==> config.mk <==
export PLATFORM = sky130hd
export DESIGN_NAME = rob
export DESIGN_NICKNAME = d
export VERILOG_FILES = /design/src/rob_pkg.sv /design/src/rob_bank.sv /design/src/rob_dispatch.sv /design/src/rob_wb_route.sv /design/src/rob_retire.sv /design/src/rob.sv
export SDC_FILE = /design/constraint.sdc
export NUM_CORES = 1
export LEC_CHECK = 0
export BUFFER_PORTS_ARGS = -buffer_cell sky130_fd_sc_hd__clkbuf_2
export CAP_MARGIN = 20
export CORE_MARGIN = 3
export CORE_UTILIZATION = 30
export DETAILED_ROUTE_END_ITERATION = 7
export SLEW_MARGIN = 10
export SYNTH_ARGS = -nofsm -noshare
export SYNTH_HDL_FRONTEND = slang
export SYNTH_SLANG_ARGS = --single-unit
==> constraint.sdc <==
create_clock -name clk -period 2.6 [get_ports clk]
set_input_delay 0.52 -clock clk [delete_from_list [all_inputs] [get_ports clk]]
set_output_delay 0.52 -clock clk [all_outputs]
set_load 0.005 [all_outputs]
==> src/rob_pkg.sv <==
// Reorder buffer package with payload field widths shared by all blocks
package rob_pkg;

   // Program counter and register address widths
   localparam int PC_W   = 32;
   localparam int LRF_AW = 5;
   localparam int PRF_AW = 6;

   // Operand value width
   localparam int DW     = 32;

   // Packed entry {pc, lrd, prd, prd_we, pfree}
   localparam int PAYLOAD_W = PC_W + LRF_AW + PRF_AW + 1 + PRF_AW;

endpackage

==> src/rob_bank.sv <==
// Reorder buffer bank holding a FIFO of payloads with completion tags and operands
module rob_bank #(
   parameter int P_DEPTH = 2
) (
   input  logic                         clk,
   input  logic                         arst_n,
   input  logic                         flush,
   input  logic                         bank_push,
   input  logic [rob_pkg::PAYLOAD_W-1:0] bank_din,
   input  logic                         bank_pop,
   input  logic                         bank_wb,
   input  logic [P_DEPTH-1:0]           bank_wb_id,
   input  logic                         bank_wb_fls,
   input  logic                         bank_wb_exc,
   input  logic [2*rob_pkg::DW-1:0]     bank_wb_val,
   output logic                         bank_valid,
   output logic                         bank_ready,
   output logic [P_DEPTH-1:0]           bank_wptr,
   output logic [rob_pkg::PAYLOAD_W-1:0] head_payload,
   output logic                         head_done,
   output logic                         head_fls,
   output logic                         head_exc,
   output logic [2*rob_pkg::DW-1:0]     head_val
);
   import rob_pkg::*;

   localparam int DEPTH = 1 << P_DEPTH;

   logic [P_DEPTH-1:0]   rptr;
   logic [P_DEPTH-1:0]   wptr;
   logic [P_DEPTH:0]     count;
   logic [PAYLOAD_W-1:0] payload_mem [DEPTH];
   logic [2*DW-1:0]      val_mem [DEPTH];
   logic [DEPTH-1:0]     done_q;
   logic [DEPTH-1:0]     fls_q;
   logic [DEPTH-1:0]     exc_q;
   logic                 do_push;
   logic                 do_pop;
   logic                 do_wb;
   logic [P_DEPTH-1:0]   wb_off;

   // Flush wins over everything in the same cycle
   assign do_push = bank_push & ~flush;
   assign do_pop  = bank_pop & ~flush;
   assign do_wb   = bank_wb & ~flush;

   always_ff @(posedge clk or negedge arst_n)
   begin
      if (!arst_n)
      begin
         rptr  <= '0;
         wptr  <= '0;
         count <= '0;
      end
      else if (flush)
      begin
         rptr  <= '0;
         wptr  <= '0;
         count <= '0;
      end
      else
      begin
         if (do_push)
            wptr <= wptr + 1'b1;
         if (do_pop)
            rptr <= rptr + 1'b1;
         if (do_push && !do_pop)
            count <= count + 1'b1;
         else if (do_pop && !do_push)
            count <= count - 1'b1;
      end
   end

   // Completion tags, cleared on push and set on writeback
   always_ff @(posedge clk or negedge arst_n)
   begin
      if (!arst_n)
      begin
         done_q <= '0;
         fls_q  <= '0;
         exc_q  <= '0;
      end
      else if (flush)
      begin
         done_q <= '0;
         fls_q  <= '0;
         exc_q  <= '0;
      end
      else
      begin
         if (do_push)
         begin
            done_q[wptr] <= 1'b0;
            fls_q[wptr]  <= 1'b0;
            exc_q[wptr]  <= 1'b0;
         end
         if (do_wb)
         begin
            done_q[bank_wb_id] <= 1'b1;
            fls_q[bank_wb_id]  <= bank_wb_fls;
            exc_q[bank_wb_id]  <= bank_wb_exc;
         end
      end
   end

   always_ff @(posedge clk)
   begin
      if (do_push)
         payload_mem[wptr] <= bank_din;
      if (do_wb)
         val_mem[bank_wb_id] <= bank_wb_val;
   end

   assign bank_valid   = (count != '0);
   assign bank_ready   = (count != DEPTH[P_DEPTH:0]);
   assign bank_wptr    = wptr;
   // Head is read without a clock
   assign head_payload = payload_mem[rptr];
   assign head_val     = val_mem[rptr];
   assign head_done    = done_q[rptr];
   assign head_fls     = fls_q[rptr];
   assign head_exc     = exc_q[rptr];

   // Distance of the writeback target from the head
   assign wb_off = bank_wb_id - rptr;

   a_pop_empty: assert property (@(posedge clk) disable iff (!arst_n)
      do_pop |-> bank_valid);
   a_push_full: assert property (@(posedge clk) disable iff (!arst_n)
      (do_push && !do_pop) |-> bank_ready);
   a_wb_unused: assert property (@(posedge clk) disable iff (!arst_n)
      do_wb |-> ({1'b0, wb_off} < count));

endmodule

==> src/rob_dispatch.sv <==
// Issue side of the reorder buffer, tail pointer and slot rotation onto banks
module rob_dispatch #(
   parameter int P_BANKS = 1,
   parameter int P_DEPTH = 2
) (
   input  logic                                   clk,
   input  logic                                   arst_n,
   input  logic                                   flush,
   input  logic [P_BANKS:0]                       push_size,
   input  logic [(1<<P_BANKS)*rob_pkg::PC_W-1:0]   push_pc,
   input  logic [(1<<P_BANKS)*rob_pkg::LRF_AW-1:0] push_lrd,
   input  logic [(1<<P_BANKS)*rob_pkg::PRF_AW-1:0] push_prd,
   input  logic [(1<<P_BANKS)-1:0]                push_prd_we,
   input  logic [(1<<P_BANKS)*rob_pkg::PRF_AW-1:0] push_pfree,
   input  logic [(1<<P_BANKS)*P_DEPTH-1:0]        bank_wptr_all,
   input  logic [(1<<P_BANKS)-1:0]                bank_ready_all,
   output logic                                   rob_ready,
   output logic [(1<<P_BANKS)*P_DEPTH-1:0]        rob_free_id,
   output logic [(1<<P_BANKS)*P_BANKS-1:0]        rob_free_bank,
   output logic [(1<<P_BANKS)-1:0]                bank_push_all,
   output logic [(1<<P_BANKS)*rob_pkg::PAYLOAD_W-1:0] bank_din_all
);
   import rob_pkg::*;

   localparam int BANKS = 1 << P_BANKS;

   logic [P_BANKS-1:0]   tail_q;
   logic [PAYLOAD_W-1:0] slot_din [BANKS];

   // Tail moves by push_size modulo the bank count
   always_ff @(posedge clk or negedge arst_n)
   begin
      if (!arst_n)
         tail_q <= '0;
      else if (flush)
         tail_q <= '0;
      else
         tail_q <= tail_q + push_size[P_BANKS-1:0];
   end

   for (genvar i = 0; i < BANKS; i++)
   begin : g_slot
      logic [P_BANKS-1:0] off;
      logic [P_BANKS-1:0] fbank;

      assign slot_din[i] = {push_pc[i*PC_W +: PC_W],
                            push_lrd[i*LRF_AW +: LRF_AW],
                            push_prd[i*PRF_AW +: PRF_AW],
                            push_prd_we[i],
                            push_pfree[i*PRF_AW +: PRF_AW]};

      // Bank i takes the slot at its distance from the tail
      assign off = P_BANKS'(i) - tail_q;
      assign bank_push_all[i] = ({1'b0, off} < push_size);
      assign bank_din_all[i*PAYLOAD_W +: PAYLOAD_W] = slot_din[off];

      // Where slot i would land
      assign fbank = tail_q + P_BANKS'(i);
      assign rob_free_bank[i*P_BANKS +: P_BANKS] = fbank;
      assign rob_free_id[i*P_DEPTH +: P_DEPTH] = bank_wptr_all[fbank*P_DEPTH +: P_DEPTH];
   end

   // One full bank stalls the whole issue group
   assign rob_ready = &bank_ready_all;

   a_push_stall: assert property (@(posedge clk) disable iff (!arst_n)
      (push_size != '0) |-> rob_ready);

endmodule

==> src/rob_wb_route.sv <==
// Writeback router steering each port onto the bank it names
module rob_wb_route #(
   parameter int P_BANKS = 1,
   parameter int P_DEPTH = 2,
   parameter int P_WB    = 1
) (
   input  logic                                  clk,
   input  logic [(1<<P_WB)-1:0]                  wb_valid,
   input  logic [(1<<P_WB)*P_BANKS-1:0]          wb_rob_bank,
   input  logic [(1<<P_WB)*P_DEPTH-1:0]          wb_rob_id,
   input  logic [(1<<P_WB)-1:0]                  wb_fls,
   input  logic [(1<<P_WB)-1:0]                  wb_exc,
   input  logic [(1<<P_WB)*rob_pkg::DW-1:0]      wb_opera,
   input  logic [(1<<P_WB)*rob_pkg::DW-1:0]      wb_operb,
   output logic [(1<<P_BANKS)-1:0]               bank_wb_all,
   output logic [(1<<P_BANKS)*P_DEPTH-1:0]       bank_wb_id_all,
   output logic [(1<<P_BANKS)-1:0]               bank_wb_fls_all,
   output logic [(1<<P_BANKS)-1:0]               bank_wb_exc_all,
   output logic [(1<<P_BANKS)*2*rob_pkg::DW-1:0] bank_wb_val_all
);
   import rob_pkg::*;

   localparam int BANKS = 1 << P_BANKS;
   localparam int WB    = 1 << P_WB;

   logic [WB-1:0] hit [BANKS];

   always_comb
   begin
      for (int b = 0; b < BANKS; b++)
      begin
         bank_wb_all[b]                      = 1'b0;
         bank_wb_id_all[b*P_DEPTH +: P_DEPTH] = '0;
         bank_wb_fls_all[b]                  = 1'b0;
         bank_wb_exc_all[b]                  = 1'b0;
         bank_wb_val_all[b*2*DW +: 2*DW]     = '0;
         for (int p = 0; p < WB; p++)
         begin
            // Only a valid port may claim a bank
            hit[b][p] = wb_valid[p] && (wb_rob_bank[p*P_BANKS +: P_BANKS] == P_BANKS'(b));
            if (hit[b][p])
            begin
               bank_wb_all[b]                      = 1'b1;
               bank_wb_id_all[b*P_DEPTH +: P_DEPTH] = wb_rob_id[p*P_DEPTH +: P_DEPTH];
               bank_wb_fls_all[b]                  = wb_fls[p];
               bank_wb_exc_all[b]                  = wb_exc[p];
               bank_wb_val_all[b*2*DW +: 2*DW]     = {wb_operb[p*DW +: DW],
                                                      wb_opera[p*DW +: DW]};
            end
         end
      end
   end

   // Two ports on one bank would lose a writeback
   for (genvar b = 0; b < BANKS; b++)
   begin : g_chk
      a_wb_collide: assert property (@(posedge clk) $onehot0(hit[b]));
   end

endmodule

==> src/rob_retire.sv <==
// Commit side of the reorder buffer, head pointer, pop strobes and commit window
module rob_retire #(
   parameter int P_BANKS = 1,
   parameter int P_DEPTH = 2
) (
   input  logic                                       clk,
   input  logic                                       arst_n,
   input  logic                                       flush,
   input  logic [P_BANKS:0]                           cmt_pop_size,
   input  logic [(1<<P_BANKS)*rob_pkg::PAYLOAD_W-1:0] head_payload_all,
   input  logic [(1<<P_BANKS)-1:0]                    head_done_all,
   input  logic [(1<<P_BANKS)-1:0]                    head_fls_all,
   input  logic [(1<<P_BANKS)-1:0]                    head_exc_all,
   input  logic [(1<<P_BANKS)*2*rob_pkg::DW-1:0]      head_val_all,
   input  logic [(1<<P_BANKS)-1:0]                    bank_valid_all,
   output logic [(1<<P_BANKS)-1:0]                    bank_pop_all,
   output logic [(1<<P_BANKS)-1:0]                    cmt_valid,
   output logic [(1<<P_BANKS)*rob_pkg::PC_W-1:0]      cmt_pc,
   output logic [(1<<P_BANKS)*rob_pkg::LRF_AW-1:0]    cmt_lrd,
   output logic [(1<<P_BANKS)*rob_pkg::PRF_AW-1:0]    cmt_prd,
   output logic [(1<<P_BANKS)-1:0]                    cmt_prd_we,
   output logic [(1<<P_BANKS)*rob_pkg::PRF_AW-1:0]    cmt_pfree,
   output logic [(1<<P_BANKS)-1:0]                    cmt_fls,
   output logic [(1<<P_BANKS)-1:0]                    cmt_exc,
   output logic [(1<<P_BANKS)*rob_pkg::DW-1:0]        cmt_opera,
   output logic [(1<<P_BANKS)*rob_pkg::DW-1:0]        cmt_operb
);
   import rob_pkg::*;

   localparam int BANKS = 1 << P_BANKS;

   logic [P_BANKS-1:0] head_q;
   logic [P_BANKS:0]   lead_cnt;

   always_ff @(posedge clk or negedge arst_n)
   begin
      if (!arst_n)
         head_q <= '0;
      else if (flush)
         head_q <= '0;
      else
         head_q <= head_q + cmt_pop_size[P_BANKS-1:0];
   end

   for (genvar i = 0; i < BANKS; i++)
   begin : g_slot
      logic [P_BANKS-1:0] off;
      logic [P_BANKS-1:0] sel;

      // Bank i pops when it lies inside the retired group
      assign off = P_BANKS'(i) - head_q;
      assign bank_pop_all[i] = ({1'b0, off} < cmt_pop_size);

      // Slot i shows the bank i places past the head
      assign sel = head_q + P_BANKS'(i);
      assign cmt_valid[i] = bank_valid_all[sel] & head_done_all[sel];
      assign cmt_fls[i]   = head_fls_all[sel];
      assign cmt_exc[i]   = head_exc_all[sel];
      assign {cmt_pc[i*PC_W +: PC_W],
              cmt_lrd[i*LRF_AW +: LRF_AW],
              cmt_prd[i*PRF_AW +: PRF_AW],
              cmt_prd_we[i],
              cmt_pfree[i*PRF_AW +: PRF_AW]} = head_payload_all[sel*PAYLOAD_W +: PAYLOAD_W];
      assign {cmt_operb[i*DW +: DW],
              cmt_opera[i*DW +: DW]} = head_val_all[sel*2*DW +: 2*DW];
   end

   // Run of valid slots starting at slot 0
   always_comb
   begin
      lead_cnt = '0;
      for (int i = BANKS - 1; i >= 0; i--)
         lead_cnt = cmt_valid[i] ? lead_cnt + 1'b1 : '0;
   end

   a_pop_order: assert property (@(posedge clk) disable iff (!arst_n)
      cmt_pop_size <= lead_cnt);

endmodule

==> src/rob.sv <==
// Banked reorder buffer top level wiring dispatch, writeback routing, banks and retire
module rob #(
   parameter int P_BANKS = 1,
   parameter int P_DEPTH = 2,
   parameter int P_WB    = 1
) (
   input  logic                                    clk,
   input  logic                                    arst_n,
   input  logic                                    flush,
   // Issue
   input  logic [P_BANKS:0]                        push_size,
   input  logic [(1<<P_BANKS)*rob_pkg::PC_W-1:0]    push_pc,
   input  logic [(1<<P_BANKS)*rob_pkg::LRF_AW-1:0]  push_lrd,
   input  logic [(1<<P_BANKS)*rob_pkg::PRF_AW-1:0]  push_prd,
   input  logic [(1<<P_BANKS)-1:0]                 push_prd_we,
   input  logic [(1<<P_BANKS)*rob_pkg::PRF_AW-1:0]  push_pfree,
   output logic                                    rob_ready,
   output logic [(1<<P_BANKS)*P_DEPTH-1:0]         rob_free_id,
   output logic [(1<<P_BANKS)*P_BANKS-1:0]         rob_free_bank,
   // Writeback
   input  logic [(1<<P_WB)-1:0]                    wb_valid,
   input  logic [(1<<P_WB)*P_BANKS-1:0]            wb_rob_bank,
   input  logic [(1<<P_WB)*P_DEPTH-1:0]            wb_rob_id,
   input  logic [(1<<P_WB)-1:0]                    wb_fls,
   input  logic [(1<<P_WB)-1:0]                    wb_exc,
   input  logic [(1<<P_WB)*rob_pkg::DW-1:0]        wb_opera,
   input  logic [(1<<P_WB)*rob_pkg::DW-1:0]        wb_operb,
   // Commit
   output logic [(1<<P_BANKS)-1:0]                 cmt_valid,
   output logic [(1<<P_BANKS)*rob_pkg::PC_W-1:0]    cmt_pc,
   output logic [(1<<P_BANKS)*rob_pkg::LRF_AW-1:0]  cmt_lrd,
   output logic [(1<<P_BANKS)*rob_pkg::PRF_AW-1:0]  cmt_prd,
   output logic [(1<<P_BANKS)-1:0]                 cmt_prd_we,
   output logic [(1<<P_BANKS)*rob_pkg::PRF_AW-1:0]  cmt_pfree,
   output logic [(1<<P_BANKS)-1:0]                 cmt_fls,
   output logic [(1<<P_BANKS)-1:0]                 cmt_exc,
   output logic [(1<<P_BANKS)*rob_pkg::DW-1:0]     cmt_opera,
   output logic [(1<<P_BANKS)*rob_pkg::DW-1:0]     cmt_operb,
   input  logic [P_BANKS:0]                        cmt_pop_size
);
   import rob_pkg::*;

   localparam int BANKS = 1 << P_BANKS;

   logic [BANKS-1:0]           bank_push_all;
   logic [BANKS*PAYLOAD_W-1:0] bank_din_all;
   logic [BANKS*P_DEPTH-1:0]   bank_wptr_all;
   logic [BANKS-1:0]           bank_ready_all;
   logic [BANKS-1:0]           bank_valid_all;
   logic [BANKS-1:0]           bank_pop_all;
   logic [BANKS-1:0]           bank_wb_all;
   logic [BANKS*P_DEPTH-1:0]   bank_wb_id_all;
   logic [BANKS-1:0]           bank_wb_fls_all;
   logic [BANKS-1:0]           bank_wb_exc_all;
   logic [BANKS*2*DW-1:0]      bank_wb_val_all;
   logic [BANKS*PAYLOAD_W-1:0] head_payload_all;
   logic [BANKS-1:0]           head_done_all;
   logic [BANKS-1:0]           head_fls_all;
   logic [BANKS-1:0]           head_exc_all;
   logic [BANKS*2*DW-1:0]      head_val_all;

   rob_dispatch #(.P_BANKS(P_BANKS), .P_DEPTH(P_DEPTH)) dispatch_i (
      .clk            (clk),
      .arst_n         (arst_n),
      .flush          (flush),
      .push_size      (push_size),
      .push_pc        (push_pc),
      .push_lrd       (push_lrd),
      .push_prd       (push_prd),
      .push_prd_we    (push_prd_we),
      .push_pfree     (push_pfree),
      .bank_wptr_all  (bank_wptr_all),
      .bank_ready_all (bank_ready_all),
      .rob_ready      (rob_ready),
      .rob_free_id    (rob_free_id),
      .rob_free_bank  (rob_free_bank),
      .bank_push_all  (bank_push_all),
      .bank_din_all   (bank_din_all)
   );

   rob_wb_route #(.P_BANKS(P_BANKS), .P_DEPTH(P_DEPTH), .P_WB(P_WB)) wb_route_i (
      .clk             (clk),
      .wb_valid        (wb_valid),
      .wb_rob_bank     (wb_rob_bank),
      .wb_rob_id       (wb_rob_id),
      .wb_fls          (wb_fls),
      .wb_exc          (wb_exc),
      .wb_opera        (wb_opera),
      .wb_operb        (wb_operb),
      .bank_wb_all     (bank_wb_all),
      .bank_wb_id_all  (bank_wb_id_all),
      .bank_wb_fls_all (bank_wb_fls_all),
      .bank_wb_exc_all (bank_wb_exc_all),
      .bank_wb_val_all (bank_wb_val_all)
   );

   for (genvar b = 0; b < BANKS; b++)
   begin : g_bank
      rob_bank #(.P_DEPTH(P_DEPTH)) bank_i (
         .clk          (clk),
         .arst_n       (arst_n),
         .flush        (flush),
         .bank_push    (bank_push_all[b]),
         .bank_din     (bank_din_all[b*PAYLOAD_W +: PAYLOAD_W]),
         .bank_pop     (bank_pop_all[b]),
         .bank_wb      (bank_wb_all[b]),
         .bank_wb_id   (bank_wb_id_all[b*P_DEPTH +: P_DEPTH]),
         .bank_wb_fls  (bank_wb_fls_all[b]),
         .bank_wb_exc  (bank_wb_exc_all[b]),
         .bank_wb_val  (bank_wb_val_all[b*2*DW +: 2*DW]),
         .bank_valid   (bank_valid_all[b]),
         .bank_ready   (bank_ready_all[b]),
         .bank_wptr    (bank_wptr_all[b*P_DEPTH +: P_DEPTH]),
         .head_payload (head_payload_all[b*PAYLOAD_W +: PAYLOAD_W]),
         .head_done    (head_done_all[b]),
         .head_fls     (head_fls_all[b]),
         .head_exc     (head_exc_all[b]),
         .head_val     (head_val_all[b*2*DW +: 2*DW])
      );
   end

   rob_retire #(.P_BANKS(P_BANKS), .P_DEPTH(P_DEPTH)) retire_i (
      .clk              (clk),
      .arst_n           (arst_n),
      .flush            (flush),
      .cmt_pop_size     (cmt_pop_size),
      .head_payload_all (head_payload_all),
      .head_done_all    (head_done_all),
      .head_fls_all     (head_fls_all),
      .head_exc_all     (head_exc_all),
      .head_val_all     (head_val_all),
      .bank_valid_all   (bank_valid_all),
      .bank_pop_all     (bank_pop_all),
      .cmt_valid        (cmt_valid),
      .cmt_pc           (cmt_pc),
      .cmt_lrd          (cmt_lrd),
      .cmt_prd          (cmt_prd),
      .cmt_prd_we       (cmt_prd_we),
      .cmt_pfree        (cmt_pfree),
      .cmt_fls          (cmt_fls),
      .cmt_exc          (cmt_exc),
      .cmt_opera        (cmt_opera),
      .cmt_operb        (cmt_operb)
   );

endmodule

==> out/metrics.yaml, run 1 <==
yosys:
  syn_area_mm2: 0.04052
  synth-seq-area-share: 0.7005
  avgSynthCellArea_um2: 16.39
  synth_flop_cell: "edfxtp_1"
  ys.warnings.count: 0
  synthCells: 2472
  ys_async_sr_fraction: 0.04202
  ys_seq_elements: 952
  ys_types: 45
  syn-num-nets: 2733
  synth_edf_count: 912
setup_path:
  critPathCaptureType: "output port"
  crit_required_ns: 2.08
  crit_fanout: 9
  critPathKind: "register to output port"
  worstSetupStartpointType: "register"
  rrSetupSlack_ns: 0.27
  arrival_ns: 2.45
timing:
  worstMarginPinSlew_ns: 0.9285
  max_clock_freq_mhz: 336.1
  setup_slack_ns: -0.3749
  clock_skew_ns: 0.02978
  fin_crit_ns: 2.975
  finalSetupViolations: 234
  rsz0062_at_grt: "true"
  slew_headroom: 0.3810
  timing.final.crit_share: 1.144
  hold_viol: 0
  whs_ns: 0.1365
  slew_viol_final: 0
layout:
  final_nets: 3404
  final_common_cell: "edfxtp_1"
  layout-drive-gt1-share: 0.3944
  final_cell_mix: "edfxtp_1, nand2_1, clkbuf_2, mux4_2, buf_4"
  syn2layout_area_growth_pct: 25.49
drt:
  postRouteAntennaNets: 0
  routed_wl_mm: 112.9
  drc: 0
  viasPerCell: 4.828
  drt_iter0_drc: 1843
  first_pass_iters: 5
  num_vias: 24091
  post_drt_wl_per_cell_um: 22.63
die:
  fp.dieW_um: 373.5
  core_mm2: 0.1338
  initial_core_util: 0.3029
  rows: 134
  die_y_um: 373.5
  die_area_mm2: 0.1395
  ios: 488
run_status:
  status: "complete, but fails checks"
  failed_checks: "setup timing"
clock_network:
  cts.clk_slew.worst_paths_ns: 0.06
  h-tree-depth: 3
  clkSinkCount: 952
  cts_buffer_depth: 3
  numCtsBuffers: 100
  clk_latency_ns: 0.66
  clock_tree.root_cell: "clkbuf_16"
  cts_tree: "yes"
global_route:
  grt_pass1_wl_mm: 162.2
  antenna_found_initial: 5
  grt_overflow: 0
  grt_start_max_net_pins: 125
  grt_pass1_vias: 24199
  grt_use_total: 0.1557
min_path:
  hold_path_class: "input pin to register"
pwr:
  powerDensity_mw_per_mm2: 747.7
  irDropWorstVdd_mv: 0.4389
  p_leak_nw: 18.09
  total_power_w: 0.03802
placed_design:
  numPortBuffers: 487
  hpwlAfterDp_mm: 78.22
  routabilityCongestion: 0.7694
job:
  cap_violations: 0
==> state kept, by name, summed over array words and instances (netlist names) <==
signal / count
g_bank.bank_i.exc_q: 8
dispatch_i.tail_q: 1
retire_i.head_q: 1
g_bank.bank_i.rptr: 4
g_bank.bank_i.payload_mem: 400
g_bank.bank_i.fls_q: 8
g_bank.bank_i.bank_wptr: 4
g_bank.bank_i.done_q: 8
g_bank.bank_i.count: 6
g_bank.bank_i.val_mem: 512
==> kinds of logic (layout without fill, tap and decap cells) <==
kind of cell | Yosys count | after routing | synth area share
buf+inv | 170 | 918 | 0.01757
fa+ha+maj | 14 | 14 | 0.004693
xor+xnor | 9 | 9 | 0.001945
flops | 952 | 952 | 0.7005
mux | 358 | 358 | 0.1638
other cells | 0 | 2 | 0
compound gates | 172 | 172 | 0.03437
simple gates | 797 | 797 | 0.07704
==> power by group <==
part           switching [W]  internal (W)  total, W
clock                0.00591       0.00824    0.0141
combinational        0.00337       0.00266   0.00603
sequential          0.000194        0.0176    0.0178
==> synthesized netlist by cell type, types with 2 or more instances <==
| library cell | count | area (um^2) |
|---|---|---|
| nor3b_1 | 2 | 15.01 |
| a22oi_1 | 2 | 15.01 |
| mux2_2 | 101 | 1137 |
| fa_1 | 2 | 40.04 |
| a21o_1 | 5 | 37.54 |
| o21ba_2 | 2 | 20.02 |
| xor2_1 | 2 | 17.52 |
| a22o_1 | 128 | 1121 |
| clkbuf_1 | 75 | 281.5 |
| a31oi_1 | 3 | 18.77 |
| a21oi_1 | 18 | 90.09 |
| nor2_1 | 19 | 71.32 |
| and3_1 | 3 | 18.77 |
| mux4_2 | 234 | 5270 |
| o21ai_0 | 7 | 35.03 |
| o31ai_1 | 3 | 22.52 |
| nand2b_1 | 8 | 50.05 |
| inv_1 | 16 | 60.06 |
| buf_4 | 4 | 30.03 |
| nor2b_1 | 2 | 12.51 |
| nor3_1 | 2 | 10.01 |
| dfrtp_1 | 40 | 1001 |
| or2_2 | 3 | 18.77 |
| mux2i_1 | 22 | 220.2 |
| a211oi_1 | 2 | 15.01 |
| inv_2 | 2 | 7.510 |
| buf_1 | 26 | 97.59 |
| buf_2 | 47 | 235.2 |
| nand3b_1 | 4 | 30.03 |
| xnor2_1 | 7 | 61.31 |
| nand2_1 | 728 | 2733 |
| edfxtp_1 | 912 | 27390 |
| nand3_1 | 8 | 40.04 |
| ha_1 | 12 | 150.1 |
| and2_1 | 11 | 68.82 |
==> metal layers <==
layer / wire length, um / part of all wire / GRT usage
met2: 54060 / 0.48 / 0.2533
met5: 0 / 0 / 0
met1: 50690 / 0.45 / 0.2189
met4: 2076 / 0.018 / 0.03520
met3: 6121 / 0.054 / 0.02677
==> worst paths after layout <==
kind	startpoint	endpoint	depth (start not counted)
worst max-delay path	g_bank[1].bank_i.rptr[0]	cmt_opera[53]	6
worst min-delay path	push_size[0]	dispatch_i.tail_q	3
worst max register to register	retire_i.head_q	g_bank[0].bank_i.count[2]	9
worst min register to register	g_bank[0].bank_i.fls_q[3]	g_bank[0].bank_i.fls_q[3]	2
max in group asynchronous	arst_n	retire_i.head_q	3
min in group asynchronous	arst_n	g_bank[0].bank_i.count[1]	2
==> stage by stage <==
| step | std cells | utilization | instance area, um^2 | worst slack [ns] | setup TNS (ns) |
|---|---|---|---|---|---|
| after floorplan | 2472 | - | 40560 | -0.1061 | -13.59 |
| after global placement | 4769 | 0.3495 | 46760 | 0.02599 | 0 |
| after detailed placement | 4769 | 0.3495 | 46760 | -0.01086 | -0.1255 |
| after CTS | 4959 | 0.3755 | 50230 | -0.4968 | -95.36 |
| after global routing | 4988 | 0.3800 | 50850 | -0.4804 | -99.04 |
| final | 4990 | 0.3801 | 50850 | -0.3749 | -71.08 |
==> critical path: stages, from the launching register on <==
cell and delay, ns:
dfrtp_4 0.50, buf_12 0.19, buf_12 0.15, mux4_2 0.58
nand2_1 0.10, nand2_1 0.07, clkbuf_2 0.14
==> layout make-up <==
type	instances	area, um^2
fill	12418	82940
sequential	952	28410
multi-input combinational	1350	11570
timing repair buffer	721	5315
clock buffer	122	2606
tap	1768	2212
clock inverter	57	628.1
inverter	18	102.6
antenna	2	5.005
==> timing repair <==
item,4_1_cts,5_1_grt
hold buffers,1,0
pin swaps,2,7
gates cloned,2,9
gates resized for setup,27,80
endpoints found under the setup margin,234,235
setup buffers,8,20
hold endpoints to repair,12,0
Note: power is estimated with default switching activity, not from simulation.
==> inputs of run 2 (changes only) <==
--- a/config.mk
+++ b/config.mk
@@ -7,9 +7,13 @@
 export LEC_CHECK = 0
 export BUFFER_PORTS_ARGS = -buffer_cell sky130_fd_sc_hd__clkbuf_2
 export CAP_MARGIN = 20
+export CELL_PAD_IN_SITES_DETAIL_PLACEMENT = 2
+export CELL_PAD_IN_SITES_GLOBAL_PLACEMENT = 2
 export CORE_MARGIN = 3
 export CORE_UTILIZATION = 30
 export DETAILED_ROUTE_END_ITERATION = 7
+export GPL_TIMING_DRIVEN = 0
+export PLACE_DENSITY_LB_ADDON = 0.1
 export SLEW_MARGIN = 10
 export SYNTH_ARGS = -nofsm -noshare
 export SYNTH_HDL_FRONTEND = slang
==> out/metrics.yaml, run 2 (synthesis gave the netlist of run 1 again) <==
drt:
  drc: 0  # unchanged
  top_layer_used: "met5"
  postRouteAntennaNets: 0  # unchanged
  wl_met2_mm: 84.94  # +57%
  post_drt_wl_per_cell_um: 33.83  # +49%
  routed-wl-met3_mm: 10.53  # +72%
  met1_length_mm: 70.75  # +40%
  num_vias: 26035  # +8.1%
  first_pass_iters: 5  # unchanged
  routed_wl_mm: 169.8  # +50%
  viasPerCell: 5.187  # +7.4%
  drt_iter0_drc: 2291  # +24%
setup_path:
  arrival_ns: 2.51  # +0.06 ns
  crit_required_ns: 2.08  # about the same
  startpoint: "g_bank[0].bank_i.rptr[0]"
  critPathKind: "register to output port"
  timing.rr.start: "retire_i.head_q"
  reg2regPathDepth: 11  # +2
  worstSetupStartpointType: "register"
  crit_path_cell_trace: "buf_4 > buf_12 > buf_12 > mux4_2 > nand2_2 > nand2_2 > clkbuf_2"
  rrSetupSlack_ns: 0.11  # -0.16 ns
  crit_fanout: 6  # -3
  cpMaxStageDelayCell: "mux4_2"
  timing.rr.end: "g_bank[0].bank_i.count[2]"
  critPathCaptureType: "output port"
  crit_buf_inv: 4  # +1
  max_stage_delay_ns: 0.55  # -0.03 ns
  path_delay_family: "buffers and inverters"
  cp.depth: 7  # +1
  crit_end: "cmt_operb[63]"
global_route:
  antenna_found_initial: 18  # +13
  grt_overflow: 0  # unchanged
  grt_pass1_wl_mm: 229.6  # +42%
  grt_pass1_vias: 28307  # +17%
  grt_start_max_net_pins: 50  # -60%
  grt_use_total: 0.2379  # +0.08214
min_path:
  hp-start: "push_size[0]"
  hold_path_class: "input pin to register"
timing:
  rsz0062_at_grt: "true"
  fin_crit_ns: 3.026  # +0.05125 ns
  worstMarginPinSlew_ns: 1.150  # +0.2220 ns
  whs_ns: 0.1629  # +0.02639 ns
  setup_slack_ns: -0.4261  # -0.05125 ns
  slew_headroom: 0.2330  # -0.1480
  clock_skew_ns: 0.02447  # -0.005318 ns
  timing.final.crit_share: 1.164  # +0.01971
  slew_viol_final: 0  # unchanged
  hold_viol: 0  # unchanged
  max_clock_freq_mhz: 330.5  # -1.7%
  finalSetupViolations: 234  # unchanged
layout:
  utilization: 0.3847  # +0.004601
  final_common_cell: "edfxtp_1"
  final_cell_mix: "edfxtp_1, nand2_1, clkbuf_2, mux4_2, nand2_2"
  layout-drive-gt1-share: 0.4199  # +0.02547
  largestRegisters: "g_bank.bank_i.val_mem: 512 flops, g_bank.bank_i.payload_mem: 400 flops"
  final_nets: 3413  # +0.26%
  fillCellCount: 13335  # +7.4%
  syn2layout_area_growth_pct: 27.01
  largest_reg_flops: 512  # unchanged
  finalInstanceArea_mm2: 0.05147  # +1.2%
  top_register: "g_bank.bank_i.val_mem"
clock_network:
  cts_buffer_depth: 3  # unchanged
  clkSinkCount: 952  # unchanged
  clock_tree.root_cell: "clkbuf_16"
  clk_latency_ns: 0.70  # +0.04 ns
  cts_tree: "yes"
  cts.clk_slew.worst_paths_ns: 0.06  # about the same
  h-tree-depth: 3  # unchanged
  numCtsBuffers: 107  # +7.0%
die:
  initial_core_util: 0.3029  # unchanged
  rows: 134  # unchanged
  fp.dieW_um: 373.5  # unchanged
  core_mm2: 0.1338  # unchanged
  ios: 488  # unchanged
  die_area_mm2: 0.1395  # unchanged
  die_y_um: 373.5  # unchanged
pwr:
  p_leak_nw: 18.16  # +0.40%
  powerDensity_mw_per_mm2: 772.7  # +3.3%
  irDropWorstVdd_mv: 0.4946  # +13%
placed_design:
  pre_cts_ws_ns: -1.275  # -1.264 ns
  hpwlAfterDp_mm: 119.4  # +53%
  routabilityCongestion: 0.7481  # -2.8%
  numPortBuffers: 487  # unchanged
  place_area_mm2: 0.04611  # -1.4%
run_status:
  failed_checks: "setup timing"
  status: "complete, but fails checks"
job:
  cap_violations: 0  # unchanged
==> run 2: cell types whose count changed in the layout (fill, tap and decap cells not counted), sizes merged, moves of 5 or more <==
| cell | previous run | this run |
|---|---|---|
| clkdlybuf4s15 | 0 | 5 |
| clkinv | 37 | 56 |
| clkbuf | 607 | 699 |
| buf | 235 | 148 |
| diode | 2 | 12 |
| bufinv | 11 | 6 |
==> run 2: worst min-delay path by stage <==
stage / depth (start not counted) / to / slack, ns
finish: 3 / dispatch_i.tail_q / 0.16
global route: 3 / dispatch_i.tail_q / 0.17
CTS: 1 / g_bank[0].bank_i.exc_q[1] / 0.04
detailed placement: 2 / g_bank[0].bank_i.exc_q[3] / 0.54
global placement: 2 / g_bank[0].bank_i.fls_q[2] / 0.51
floorplan: 0 / dispatch_i.tail_q / 0.22
==> run 2: layout make-up <==
cell class              instances  area (um^2)  area share
diodes                         12        30.03   0.0005835
inverters                      18        110.1    0.002139
clock inverters                66        540.5     0.01050
clock buffers                 130         2785     0.05412
flip-flops and latches        952        28390      0.5517
well taps                    1768         2212     0.04298
multi-input cells            1350        11940      0.2320
repair buffers                574         3918     0.07612
plain buffers                 149         1540     0.02993
==> run 2: worst min-delay path: stages <==
cell,delay [ns]
clkbuf_2,0.13
ha_4,0.13
nor2_1,0.03
==> run 2: routing by layer <==
metal,vias to the layer above,global-route usage
met5,-,0
met4,4,0.05531
met3,162,0.04020
met2,880,0.4094
met1,14102,0.3142
li1,10887,-
==> run 2: where the power goes <==
part | internal, W | switching [W] | total (W) | leakage [nW]
Clock | 0.00821 | 0.00637 | 0.0146 | 1.63
Sequential | 0.0176 | 0.000191 | 0.0178 | 8.21
Combinational | 0.00284 | 0.00451 | 0.00735 | 8.32
==> run 2: repair_timing <==
action / 4_1_cts / 5_1_grt
resized for setup: 382 / 109
buffers inserted: 16 / 16
hold endpoints to repair: 0 / 10
pin swaps: 34 / 12
setup endpoints to repair: 458 / 238
hold buffers: 0 / 1
cloned: 3 / 7
==> run 2: stage by stage <==
stage | std cells | TNS (ns) | total power [W]
after floorplan | 2472 | -13.59 | 0.02123
after global placement | 4727 | -1896.43 | 0.02454
after detailed placement | 4770 | -441.22 | 0.02485
after CTS | 4984 | -91.06 | 0.03993
after global routing | 5011 | -98.97 | 0.04117
final | 5019 | -79.79 | 0.03977
